`src/common/ti99_macros.svh`:
```
// Memory map, packaged-cartridge header layout and PS/2 scancode constants
`ifndef TI99_MACROS_SVH
`define TI99_MACROS_SVH

// ===========================================================================
// External memory regions (byte addresses)
// ===========================================================================
`define TI_ROM_HI_LIMIT   'h80000   // Cart ROM above 512K moves past SAMS RAM
`define TI_ROM_HI_OFFSET  'h180000
`define TI_GROM_BASE      'h86000
`define TI_SYSGROM_BASE   'h80000
`define TI_SYSROM_BASE    'hFE000
`define TI_DSK_BASE       'hB0000
`define TI_TIPI_BASE      'hB8000
`define TI_PCODE_BASE     'hB9000

// Bytes each index may write
`define TI_GROM_LIMIT     'h2A000   // 168K of cart GROM
`define TI_SYSGROM_LIMIT  'h6000
`define TI_SYSROM_LIMIT   'h2000
`define TI_DSK_LIMIT      'h8000
`define TI_TIPI_LIMIT     'h1000    // Only 4K of the DSR image is live
`define TI_PCODE_LIMIT    'h13000

// ===========================================================================
// Packaged cartridge header
// ===========================================================================
`define TI_M99_HDR_LEN       'h64
`define TI_M99_SIG           'h4D3939   // "M99"
`define TI_BANK_BYTES        'h2000     // 8K per bank
`define TI_M99_OFS_SIG_LAST  2
`define TI_M99_OFS_TYPE      4
`define TI_M99_OFS_ROMB      5          // High byte, low byte follows
`define TI_M99_OFS_GROMB     7

// Key matrix row shared with the alpha-lock line
`define TI_ALPHA_ROW         4

// ===========================================================================
// PS/2 set 2 scancodes
// ===========================================================================
`define TI_SC_1        8'h16
`define TI_SC_2        8'h1E
`define TI_SC_3        8'h26
`define TI_SC_4        8'h25
`define TI_SC_5        8'h2E
`define TI_SC_6        8'h36
`define TI_SC_7        8'h3D
`define TI_SC_8        8'h3E
`define TI_SC_9        8'h46
`define TI_SC_0        8'h45
`define TI_SC_MINUS    8'h4E
`define TI_SC_EQUAL    8'h55
`define TI_SC_BSLASH   8'h5D
`define TI_SC_Q        8'h15
`define TI_SC_W        8'h1D
`define TI_SC_E        8'h24
`define TI_SC_R        8'h2D
`define TI_SC_T        8'h2C
`define TI_SC_Y        8'h35
`define TI_SC_U        8'h3C
`define TI_SC_I        8'h43
`define TI_SC_O        8'h44
`define TI_SC_P        8'h4D
`define TI_SC_LBRACK   8'h54
`define TI_SC_A        8'h1C
`define TI_SC_S        8'h1B
`define TI_SC_D        8'h23
`define TI_SC_F        8'h2B
`define TI_SC_G        8'h34
`define TI_SC_H        8'h33
`define TI_SC_J        8'h3B
`define TI_SC_K        8'h42
`define TI_SC_L        8'h4B
`define TI_SC_SEMI     8'h4C
`define TI_SC_ENTER    8'h5A
`define TI_SC_LSHIFT   8'h12
`define TI_SC_Z        8'h1A
`define TI_SC_X        8'h22
`define TI_SC_C        8'h21
`define TI_SC_V        8'h2A
`define TI_SC_B        8'h32
`define TI_SC_N        8'h31
`define TI_SC_M        8'h3A
`define TI_SC_COMMA    8'h41
`define TI_SC_PERIOD   8'h49
`define TI_SC_SLASH    8'h4A
`define TI_SC_RSHIFT   8'h59
`define TI_SC_CAPS     8'h58
`define TI_SC_LCTRL    8'h14
`define TI_SC_SPACE    8'h29
`define TI_SC_LALT     8'h11
`define TI_SC_QUOTE    8'h52
`define TI_SC_BKSP     8'h66
`define TI_SC_DEL      8'h71
`define TI_SC_INS      8'h70
`define TI_SC_ESC      8'h76
`define TI_SC_LEFT     8'h6B
`define TI_SC_DOWN     8'h72
`define TI_SC_RIGHT    8'h74
`define TI_SC_UP       8'h75
`define TI_SC_BTICK    8'h0E

`endif

```
`src/common/ti99_pkg.sv`:
```
// Shared types for the cartridge loader and keyboard paths
package ti99_pkg;

	// ========================================================================
	// Loader types
	// ========================================================================
	typedef enum logic [7:0] {
		IDX_BOOT    = 8'd0,  // Packaged cart
		IDX_M99     = 8'd1,  // Packaged cart, second menu slot
		IDX_ROM     = 8'd2,  // ROM-only cart
		IDX_GROM    = 8'd3,
		IDX_SYSGROM = 8'd4,
		IDX_SYSROM  = 8'd5,
		IDX_SPEECH  = 8'd6,  // Goes to speech RAM, never external memory
		IDX_DSK     = 8'd7,
		IDX_TIPI    = 8'd8,
		IDX_PCODE   = 8'd9
	} load_idx_e;

	// One download byte and where it sits in the file
	typedef struct packed {
		logic        download;
		logic        wr;
		load_idx_e   index;
		logic [26:0] addr;
		logic [7:0]  data;
	} ioctl_t;

	// Write toward external memory
	typedef struct packed {
		logic        wr;
		logic [25:0] addr;  // Bit 0 already flipped for word byte order
		logic [15:0] data;  // Byte on both lanes
	} mem_wr_t;

	// Decoded packaged-cart header
	typedef struct packed {
		logic        valid;
		logic [2:0]  cart_type;
		logic [15:0] rom_banks;
		logic [15:0] grom_banks;
	} cart_info_t;

	// ========================================================================
	// Keyboard types
	// ========================================================================
	typedef struct packed {
		logic       toggle;    // Flips on every event
		logic       pressed;
		logic       extended;  // E0 prefix
		logic [7:0] code;
	} ps2_key_t;

	// Held keys, col[c][r] is column c row r, 1 = down
	typedef struct packed {
		logic [7:0][7:0] col;
	} key_mat_t;

	// Console select lines, active low
	typedef struct packed {
		logic       alpha_n;  // Bit 8
		logic [7:0] col_n;
	} key_sel_t;

endpackage

```
`src/loader/m99_header.sv`:
```
// Packaged-cartridge header parser holding the cartridge description
`include "ti99_macros.svh"

module m99_header (
	input  logic                  clk_sys,
	input  logic                  RESET,
	input  ti99_pkg::ioctl_t      ioctl_i,
	output ti99_pkg::cart_info_t  cart_o
);

	import ti99_pkg::*;

	cart_info_t  cart_q;
	logic [23:0] sig_q;     // Signature bytes, first byte ends up on top
	logic [23:0] sig_next;
	logic        hdr_wr;

	// Header bytes only arrive on the two packaged-cart indexes
	assign hdr_wr = ioctl_i.download & ioctl_i.wr &
		((ioctl_i.index == IDX_BOOT) | (ioctl_i.index == IDX_M99));

	assign sig_next = {sig_q[15:0], ioctl_i.data};

	// Signature shift register
	always_ff @(posedge clk_sys) begin
		if (hdr_wr && (ioctl_i.addr <= `TI_M99_OFS_SIG_LAST)) begin
			sig_q <= sig_next;
		end
	end

	// ========================================================================
	// Validity and fields
	// ========================================================================
	always_ff @(posedge clk_sys) begin
		if (RESET) begin
			cart_q <= '0;
		end else if (hdr_wr) begin
			case (ioctl_i.addr)
				0, 1: cart_q.valid <= 1'b0; // New file or signature rewrite
				`TI_M99_OFS_SIG_LAST: cart_q.valid <= (sig_next == `TI_M99_SIG);
				`TI_M99_OFS_TYPE: begin
					if (cart_q.valid) cart_q.cart_type <= ioctl_i.data[2:0];
				end
				`TI_M99_OFS_ROMB: begin
					if (cart_q.valid) cart_q.rom_banks[15:8] <= ioctl_i.data;
				end
				`TI_M99_OFS_ROMB + 1: begin
					if (cart_q.valid) cart_q.rom_banks[7:0] <= ioctl_i.data;
				end
				`TI_M99_OFS_GROMB: begin
					if (cart_q.valid) cart_q.grom_banks[15:8] <= ioctl_i.data;
				end
				`TI_M99_OFS_GROMB + 1: begin
					if (cart_q.valid) cart_q.grom_banks[7:0] <= ioctl_i.data;
				end
				default: ; // Version, title, maker, serial
			endcase
		end
	end

	assign cart_o = cart_q;

	// Description only stays valid behind a good signature
	a_valid_sig: assert property (@(posedge clk_sys) disable iff (RESET)
		cart_q.valid |-> (sig_q == `TI_M99_SIG));

endmodule

```
`src/loader/cart_loader.sv`:
```
// Download byte to external-memory address and write strobe mapping
`include "ti99_macros.svh"

module cart_loader (
	input  logic                  clk_sys,
	input  logic                  RESET,
	input  ti99_pkg::ioctl_t      ioctl_i,
	input  ti99_pkg::cart_info_t  cart_i,
	output ti99_pkg::mem_wr_t     mem_o
);

	import ti99_pkg::*;

	mem_wr_t     mem_q;
	logic [31:0] a32;       // Download address, widened
	logic [31:0] off;       // Payload offset past the header
	logic [31:0] rom_end;
	logic [31:0] grom_end;
	logic [31:0] byte_a;    // Target byte address
	logic        hit;       // Byte goes to memory

	// Cart ROM above 512K skips over the SAMS area
	function automatic logic [31:0] rom_reloc(input logic [31:0] a);
		if (a >= `TI_ROM_HI_LIMIT) begin
			return a + `TI_ROM_HI_OFFSET;
		end
		return a;
	endfunction

	assign a32      = 32'(ioctl_i.addr);
	assign off      = a32 - `TI_M99_HDR_LEN;
	assign rom_end  = 32'(cart_i.rom_banks) * `TI_BANK_BYTES;
	assign grom_end = rom_end + 32'(cart_i.grom_banks) * `TI_BANK_BYTES;

	// ========================================================================
	// Address map per index
	// ========================================================================
	always_comb begin
		byte_a = a32;
		hit    = 1'b0;
		case (ioctl_i.index)
			IDX_BOOT, IDX_M99: begin
				if (!cart_i.valid || (a32 < `TI_M99_HDR_LEN)) begin
					hit = 1'b0;                       // Header or bad file
				end else if (off < rom_end) begin
					byte_a = rom_reloc(off);
					hit    = 1'b1;
				end else if (off < grom_end) begin
					byte_a = off - rom_end + `TI_GROM_BASE;
					hit    = 1'b1;
				end
			end
			IDX_ROM: begin
				byte_a = rom_reloc(a32);              // No size limit
				hit    = 1'b1;
			end
			IDX_GROM: begin
				byte_a = a32 + `TI_GROM_BASE;
				hit    = (a32 < `TI_GROM_LIMIT);
			end
			IDX_SYSGROM: begin
				byte_a = a32 + `TI_SYSGROM_BASE;
				hit    = (a32 < `TI_SYSGROM_LIMIT);
			end
			IDX_SYSROM: begin
				byte_a = a32 + `TI_SYSROM_BASE;
				hit    = (a32 < `TI_SYSROM_LIMIT);
			end
			IDX_SPEECH: hit = 1'b0;                   // Speech RAM only
			IDX_DSK: begin
				byte_a = a32 + `TI_DSK_BASE;
				hit    = (a32 < `TI_DSK_LIMIT);
			end
			IDX_TIPI: begin
				byte_a = a32 + `TI_TIPI_BASE;
				hit    = (a32 < `TI_TIPI_LIMIT);
			end
			IDX_PCODE: begin
				byte_a = a32 + `TI_PCODE_BASE;
				hit    = (a32 < `TI_PCODE_LIMIT);
			end
			default: hit = 1'b0;                      // Unknown index dropped
		endcase
	end

	// Output register, one cycle behind the download byte
	always_ff @(posedge clk_sys) begin
		mem_q.addr <= {byte_a[25:1], ~byte_a[0]};  // Big-endian word swap
		mem_q.data <= {2{ioctl_i.data}};
		if (RESET) begin
			mem_q.wr <= 1'b0;
		end else begin
			mem_q.wr <= ioctl_i.download & ioctl_i.wr & hit;
		end
	end

	assign mem_o = mem_q;

	a_no_speech_wr: assert property (@(posedge clk_sys) disable iff (RESET)
		(ioctl_i.wr && (ioctl_i.index == IDX_SPEECH)) |=> !mem_o.wr);

endmodule

```
`src/keyboard/ps2_key_decode.sv`:
```
// PS/2 scancode events to held-key matrix, function combinations and alpha lock
`include "ti99_macros.svh"

module ps2_key_decode (
	input  logic                clk_sys,
	input  logic                RESET,
	input  ti99_pkg::ps2_key_t  key_i,
	input  logic                virt_joy_i,
	output ti99_pkg::key_mat_t  mat_o,
	output logic                alpha_lock_o
);

	import ti99_pkg::*;

	key_mat_t mat_q;
	logic     alpha_q;
	logic     toggle_q;
	logic     pressed;

	assign pressed = key_i.pressed;

	// Last toggle seen, events are its edges
	always_ff @(posedge clk_sys) begin
		toggle_q <= key_i.toggle;
	end

	// ========================================================================
	// Scancode to matrix, col[c][r]
	// ========================================================================
	always_ff @(posedge clk_sys) begin
		if (RESET) begin
			mat_q   <= '0;
			alpha_q <= 1'b0;
		end else if (toggle_q != key_i.toggle) begin
			// E0 prefix ignored, arrows share codes with the keypad
			case (key_i.code)
				`TI_SC_BTICK:  mat_q.col[1][0] <= pressed; // Joystick 1 fire
				`TI_SC_1:      mat_q.col[2][4] <= pressed;
				`TI_SC_2:      mat_q.col[6][4] <= pressed;
				`TI_SC_3:      mat_q.col[5][4] <= pressed;
				`TI_SC_4:      mat_q.col[4][4] <= pressed;
				`TI_SC_5:      mat_q.col[3][4] <= pressed;
				`TI_SC_6:      mat_q.col[3][3] <= pressed;
				`TI_SC_7:      mat_q.col[4][3] <= pressed;
				`TI_SC_8:      mat_q.col[5][3] <= pressed;
				`TI_SC_9:      mat_q.col[6][3] <= pressed;
				`TI_SC_0:      mat_q.col[2][3] <= pressed;
				`TI_SC_MINUS,
				`TI_SC_EQUAL,
				`TI_SC_BSLASH: mat_q.col[7][0] <= pressed; // All land on =
				`TI_SC_Q:      mat_q.col[2][6] <= pressed;
				`TI_SC_W:      mat_q.col[6][6] <= pressed;
				`TI_SC_E:      mat_q.col[5][6] <= pressed;
				`TI_SC_R:      mat_q.col[4][6] <= pressed;
				`TI_SC_T:      mat_q.col[3][6] <= pressed;
				`TI_SC_Y:      mat_q.col[3][2] <= pressed;
				`TI_SC_U:      mat_q.col[4][2] <= pressed;
				`TI_SC_I:      mat_q.col[5][2] <= pressed;
				`TI_SC_O:      mat_q.col[6][2] <= pressed;
				`TI_SC_P:      mat_q.col[2][2] <= pressed;
				`TI_SC_LBRACK,
				`TI_SC_SLASH:  mat_q.col[2][0] <= pressed; // Both give /
				`TI_SC_A:      mat_q.col[2][5] <= pressed;
				`TI_SC_S:      mat_q.col[6][5] <= pressed;
				`TI_SC_D:      mat_q.col[5][5] <= pressed;
				`TI_SC_F:      mat_q.col[4][5] <= pressed;
				`TI_SC_G:      mat_q.col[3][5] <= pressed;
				`TI_SC_H:      mat_q.col[3][1] <= pressed;
				`TI_SC_J:      mat_q.col[4][1] <= pressed;
				`TI_SC_K:      mat_q.col[5][1] <= pressed;
				`TI_SC_L:      mat_q.col[6][1] <= pressed;
				`TI_SC_SEMI:   mat_q.col[2][1] <= pressed;
				`TI_SC_ENTER:  mat_q.col[7][2] <= pressed;
				`TI_SC_LSHIFT,
				`TI_SC_RSHIFT: mat_q.col[7][5] <= pressed;
				`TI_SC_Z:      mat_q.col[2][7] <= pressed;
				`TI_SC_X:      mat_q.col[6][7] <= pressed;
				`TI_SC_C:      mat_q.col[5][7] <= pressed;
				`TI_SC_V:      mat_q.col[4][7] <= pressed;
				`TI_SC_B:      mat_q.col[3][7] <= pressed;
				`TI_SC_N:      mat_q.col[3][0] <= pressed;
				`TI_SC_M:      mat_q.col[4][0] <= pressed;
				`TI_SC_COMMA:  mat_q.col[5][0] <= pressed;
				`TI_SC_PERIOD: mat_q.col[6][0] <= pressed;
				`TI_SC_LCTRL:  mat_q.col[7][6] <= pressed;
				`TI_SC_SPACE:  mat_q.col[7][1] <= pressed;
				`TI_SC_LALT:   mat_q.col[7][4] <= pressed; // FCTN
				`TI_SC_CAPS:   alpha_q <= alpha_q ^ pressed; // Flip on make only

				// FCTN combinations
				`TI_SC_QUOTE: begin
					mat_q.col[7][4] <= pressed;
					mat_q.col[2][2] <= pressed; // FCTN-P
				end
				`TI_SC_BKSP: begin
					mat_q.col[7][4] <= pressed;
					mat_q.col[6][5] <= pressed; // FCTN-S
				end
				`TI_SC_DEL: begin
					mat_q.col[7][4] <= pressed;
					mat_q.col[2][4] <= pressed; // FCTN-1
				end
				`TI_SC_INS: begin
					mat_q.col[7][4] <= pressed;
					mat_q.col[6][4] <= pressed; // FCTN-2
				end
				`TI_SC_ESC: begin
					mat_q.col[7][4] <= pressed;
					mat_q.col[6][3] <= pressed; // FCTN-9, back
				end

				// Arrows, joystick 1 sits in column 1
				`TI_SC_UP: begin
					if (virt_joy_i) begin
						mat_q.col[1][4] <= pressed;
					end else begin
						mat_q.col[7][4] <= pressed;
						mat_q.col[5][6] <= pressed; // FCTN-E
					end
				end
				`TI_SC_DOWN: begin
					if (virt_joy_i) begin
						mat_q.col[1][3] <= pressed;
					end else begin
						mat_q.col[7][4] <= pressed;
						mat_q.col[6][7] <= pressed; // FCTN-X
					end
				end
				`TI_SC_LEFT: begin
					if (virt_joy_i) begin
						mat_q.col[1][1] <= pressed;
					end else begin
						mat_q.col[7][4] <= pressed;
						mat_q.col[6][5] <= pressed; // FCTN-S
					end
				end
				`TI_SC_RIGHT: begin
					if (virt_joy_i) begin
						mat_q.col[1][2] <= pressed;
					end else begin
						mat_q.col[7][4] <= pressed;
						mat_q.col[5][5] <= pressed; // FCTN-D
					end
				end
				default: ;
			endcase
		end
	end

	assign mat_o        = mat_q;
	assign alpha_lock_o = alpha_q;

	a_key_known: assert property (@(posedge clk_sys) disable iff (RESET)
		!$isunknown(key_i));

endmodule

```
`src/keyboard/key_matrix_scan.sv`:
```
// Column select to active-low row data, with the alpha-lock line
`include "ti99_macros.svh"

module key_matrix_scan (
	input  logic                clk_sys,
	input  logic                RESET,
	input  ti99_pkg::key_mat_t  mat_i,
	input  logic                alpha_lock_i,
	input  ti99_pkg::key_sel_t  sel_i,
	output logic [7:0]          keys_o
);

	logic [7:0] rows_n;   // Next row data, 0 = key down
	logic [7:0] keys_q;

	// ========================================================================
	// Row decode
	// ========================================================================
	always_comb begin
		rows_n = '1;
		for (int c = 0; c < 8; c++) begin
			if (!sel_i.col_n[c]) begin
				rows_n = rows_n & ~mat_i.col[c];    // Any held key pulls its row
			end
		end
		// Alpha lock has its own select, shares row 4
		if (alpha_lock_i && !sel_i.alpha_n) begin
			rows_n[`TI_ALPHA_ROW] = 1'b0;
		end
	end

	always_ff @(posedge clk_sys) begin
		if (RESET) begin
			keys_q <= '1;   // Nothing pressed
		end else begin
			keys_q <= rows_n;
		end
	end

	assign keys_o = keys_q;

endmodule

```
`src/rtl/ti99_io_top.sv`:
```
// Top level joining the cartridge loader and keyboard paths
module ti99_io_top (
	input  logic                  clk_sys,
	input  logic                  RESET,
	// Download side
	input  ti99_pkg::ioctl_t      ioctl_i,
	output ti99_pkg::mem_wr_t     mem_o,
	output ti99_pkg::cart_info_t  cart_o,
	// Keyboard side
	input  ti99_pkg::ps2_key_t    ps2_key_i,
	input  logic                  virt_joy_i,    // Arrows drive joystick 1
	input  ti99_pkg::key_sel_t    key_sel_i,
	output logic [7:0]            keys_o
);

	import ti99_pkg::*;

	key_mat_t key_mat;
	logic     alpha_lock;

	// ========================================================================
	// Loader
	// ========================================================================
	m99_header i_m99_header (
		.clk_sys (clk_sys),
		.RESET   (RESET),
		.ioctl_i (ioctl_i),
		.cart_o  (cart_o)
	);

	cart_loader i_cart_loader (
		.clk_sys (clk_sys),
		.RESET   (RESET),
		.ioctl_i (ioctl_i),
		.cart_i  (cart_o),      // Header result steers the payload
		.mem_o   (mem_o)
	);

	// ========================================================================
	// Keyboard
	// ========================================================================
	ps2_key_decode i_ps2_key_decode (
		.clk_sys      (clk_sys),
		.RESET        (RESET),
		.key_i        (ps2_key_i),
		.virt_joy_i   (virt_joy_i),
		.mat_o        (key_mat),
		.alpha_lock_o (alpha_lock)
	);

	key_matrix_scan i_key_matrix_scan (
		.clk_sys      (clk_sys),
		.RESET        (RESET),
		.mat_i        (key_mat),
		.alpha_lock_i (alpha_lock),
		.sel_i        (key_sel_i),
		.keys_o       (keys_o)
	);

endmodule

```
`config.mk`:
```
export PLATFORM = sky130hd
export DESIGN_NAME = ti99_io_top
export DESIGN_NICKNAME = d
export VERILOG_FILES = /design/src/common/ti99_pkg.sv /design/src/loader/m99_header.sv /design/src/loader/cart_loader.sv /design/src/keyboard/ps2_key_decode.sv /design/src/keyboard/key_matrix_scan.sv /design/src/rtl/ti99_io_top.sv
export VERILOG_INCLUDE_DIRS = /design/src /design/src/common
export SDC_FILE = /design/constraint.sdc
export NUM_CORES = 1
export LEC_CHECK = 0
export ABC_AREA = 1
export BUFFER_PORTS_ARGS = -buffer_cell sky130_fd_sc_hd__clkbuf_2
export CORE_ASPECT_RATIO = 1.4
export CORE_MARGIN = 1
export CORE_UTILIZATION = 45
export CTS_BUF_LIST = sky130_fd_sc_hd__clkbuf_2
export DETAILED_ROUTE_END_ITERATION = 8
export GPL_TIMING_DRIVEN = 0
export PLACE_DENSITY_LB_ADDON = 0.2
export SETUP_SLACK_MARGIN = 0.3
export SYNTH_ARGS = -nofsm -noshare
export SYNTH_HDL_FRONTEND = slang
export SYNTH_SLANG_ARGS = --single-unit
```
`constraint.sdc`:
```
create_clock -name clk_sys -period 3.8 [get_ports clk_sys]
set_input_delay 0.38 -clock clk_sys [delete_from_list [all_inputs] [get_ports clk_sys]]
set_output_delay 0.38 -clock clk_sys [all_outputs]
set_load 0.005 [all_outputs]
```
==> results.md <==
- Total grt overflow: 0
- Clock transition at path regs: 0.23 ns
- Max Fclk: 0.284 GHz
- DP Area: roughly 14000 µm²
- Status: finished, violations left
- Clock buffer depth: 2
- Die Wd: 143 µm
- Ys Warns: 0
- PwrDens: 245 nW/µm²
- Global Route Usage Sum: 37.0%
- Later-pin clock latency in the skew report: 0.90 ns
- Initial antenna violation count: 2
- GRT Max-Usage Layer: met2
- DR pass1 iterations: 5
- Post-synth top flop: dfxtp_1
- Syn-to-layout area delta: 22.5%
- Fill count: 2812
- Net count after synthesis: 2094
- Global routing usage on met3: about 6.7%
- Crit-path cells: ha_4 > inv_2 > fa_2 > nand3b_1 > nand2_2 > nand3b_1 > nand3_2 > a31oi_2 > xor2_1 > ha_1 > inv_1 > o21bai_1 > inv_2 > nand2_2 > a21oi_4 > buf_12 > nand2_8 > buf_6 > nor2_4 > nand2_1 > o211ai_1 > nand2_1 > nand2_1 > nand2_1
- Area occupied by multi-input gates: 8390 µm²
- Synth Instances: 1930
- CP Data Arrival Time: 4.30 ns
- Largest net degree at the start of global routing: 17
- Top cells by area, synth: dfxtp_1 21%, nand2_1 12%, ha_1 9.2%
- Sequential fraction of the synthesis area: 24.8%
- Simple-gate portion of the synthesized area: 29.3%
- Synth area leader: dfxtp_1
- Die H: 200 µm
- Synth Area in XOR/XNOR: 3.89%
- Worst Path Required: 4.58 ns
- Nets: 2354
- Share of the synthesized area in the top cell type: 21.0%
- Failing checks: hold timing
- Startpoint types: register
- Layout cells sized above 1: 17.8%
- Core area: ~28000 µm²
- H-tree lvl count: 4
- IO Count: ~160
- CP max stage delay: 0.42 ns
- RSZ-0062 raised after global routing: true
- Synth unique cells: 60
- TritonCTS Buffers: 17
- Top cells by count, synth: 392 x nand2_1, 268 x inv_1, 188 x a21oi_1
- Crit path kind: register to register
- Final antenna-violating net count: 0
- CTS sink count: 148
- EDFF count, synth: 16
- Final Non-Filler Cells: 2576
- Reg area: 3130 µm²
- Final setup viols: 0
- Routed wire length: ~53000 µm
- Hold WS: -0.0387 ns
- Post-synthesis mux area share: 0%
- Syn Std Cell Area: 12600 µm²
- Worst slew margin: a little under a fifth
- DR vias: 14400
- Final core utilization: 55.9%
- Met2 Resource Use GR: between 60% and 70%
- Adder-Cell Fraction of Synth Area: 9.80%
- Root Buffer: clkbuf_2
- CP Capture Type: register
- I/O Buffers: 147
- Wire per inst: 20.4 µm
- Post-synth ARST share: 0%
- Flops & latches, synth: between 100 and 150
- Final hold vios: 1
- Num rows: just over 70
- Hpwl dp: roughly 42000 µm
- Synth Area in Compound Gates: between 20 and 25%
- Buffers & Inverters on Critical Path: 5
- Hold Crit Class: input port to register
- Pre-CTS setup slack: -1.12 ns
- Vias in the first global route: between 10000 and 15000
- Mean Syn Cell Area: between 6 and 7 µm²
- Total of max-cap violations: 0
- Leakage: 6.80 nW
- # DRC: 0
- Crit-path slowest cell: dfxtp_4
- Crit-path most repeated cell: nand2_1
- First-pass GRT wire length: a little under 80000 µm
- Largest fanout on the critical path: 8
- DR iter-0 viols: 836
- Final-report max-slew violation count: 0
- Die area: 28600 µm²
- Most common cell in the synthesized netlist: nand2_1
- Worst Clk Skew: 0.0676 ns
- Placed Cells: approximately 2400
- Routability cong.: 1.01
- Met1 Usage GRT: approximately 33%
- Main combinational cell family by area after synthesis: simple AND/OR/NAND/NOR gates
- Top Family by Delay on Critical Path: simple AND/OR/NAND/NOR gates
- CTS tree: yes
- Final min period: between 3 and 4 ns
- Fin worst setup slack: 0.279 ns
- Maximum VDD drop: between 0.0002 and 0.00025 V
- Vias per cell: about 5.6
- Actual slew at the worst max-slew pin: ~1.2 ns
- Fin crit share: 92.7%
- Initial core utilization: around 46%
- Final instance area: 15400 µm²
[per-stage QoR]
| step | TNS (ns) | hold WS (ns) | power [mW] |
|---|---|---|---|
| 2_1_floorplan | 0 | 0.408 | 2.32 |
| 3_3_place_gp | -27.16 | 0.432 | 2.64 |
| 3_5_place_dp | -26.38 | 0.432 | 2.65 |
| 4_1_cts | 0 | -0.106 | 3.72 |
| 5_1_grt | 0 | -0.0724 | 3.95 |
| 6_report | 0 | -0.0387 | 3.77 |
[what timing repair did]
item / in CTS / in global routing
endpoints found under the setup margin: 25 / 25
gates cloned: 2 / 0
gates resized for setup: 41 / 82
hold endpoints to repair: 100 / 3
hold buffers: 62 / 1
buffers inserted: 17 / 11
pin swaps: 8 / 35
[power by group]
part	internal, mW	switching [mW]
sequential	1.61	0.00780
combinational	0.421	0.735
clock	0.316	0.685
total	2.34	1.43
[sequential cells by signal, indices dropped and copies added (netlist names)]
signal,count
i_cart_loader.mem_o,35
i_ps2_key_decode.mat_o,51
i_key_matrix_scan.keys_o,8
i_m99_header.sig_q,16
i_ps2_key_decode.toggle_q,1
i_ps2_key_decode.alpha_lock_o,1
i_m99_header.cart_o,36
[per-layer routing]
metal	up-vias	part of all wire, %	wire length, µm
met5	-	0	0
met4	0	10	5350
met3	250	5.2	2740
met2	604	52	27200
met1	6596	33	17300
li1	6982	-	-
[worst min-delay path, stage by stage]
cell,delay [ns]
buf_4,0.14
o211ai_1,0.12
nand2_1,0.07
nand2_1,0.05
nand2_1,0.05
[cell families (layout without fill, tap and decap cells)]
family / Yosys count / count (layout)
xor+xnor: 55 / 55
fa+ha+maj: 96 / 96
compound gates: 444 / 444
other cells: 0 / 3
buf+inv: 358 / 630
flops: 148 / 148
simple gates: 829 / 830
[cell usage in the layout, fill, tap and decap left out, drive strengths merged, types with 3 or more instances in the layout]
cell type and count:
clkinv 14, a221oi 10, clkbuf 200, nor2 204
a22oi 4, clkinvlp 3, o2111ai 6, o221ai 7
dlygate4sd3 63, fa 4, o21ai 129, a21o 4
o31ai 4, nand2 404, nor3b 3, nand4 39
edfxtp 16, dfxtp 132, a31oi 19, nor3 27
nand3 123, buf 59, a211oi 18, xnor2 19
a21oi 192, nor4 16, or2 7, nand3b 3
ha 92, diode 3, o211ai 17, o22ai 10
xor2 36, a311oi 7, inv 289, o21bai 6
[final timing paths]
| path | start | endpoint | slack [ns] | depth (start not counted) |
|---|---|---|---|---|
| min reg2reg | i_m99_header.sig_q[2] | i_m99_header.sig_q[10] | 0.44 | 0 |
| max reg2reg | i_m99_header.cart_o[16] | i_cart_loader.mem_o[22] | 0.28 | 24 |
| min | ioctl_i[13] | i_cart_loader.mem_o[21] | -0.04 | 5 |
| max | i_m99_header.cart_o[16] | i_cart_loader.mem_o[22] | 0.28 | 24 |
[cell type report]
cell class | instances | share of cell area (%)
diodes | 3 | 0.0487
inverters | 294 | 7.38
multi-input cells | 1425 | 54.5
well taps | 370 | 3.01
plain buffers | 64 | 2.45
repair buffers | 240 | 10.7
clock inverters | 14 | 0.975
clock buffers | 18 | 0.585
flip-flops and latches | 148 | 20.3
No activity file was read; power rests on OpenSTA's default activity.
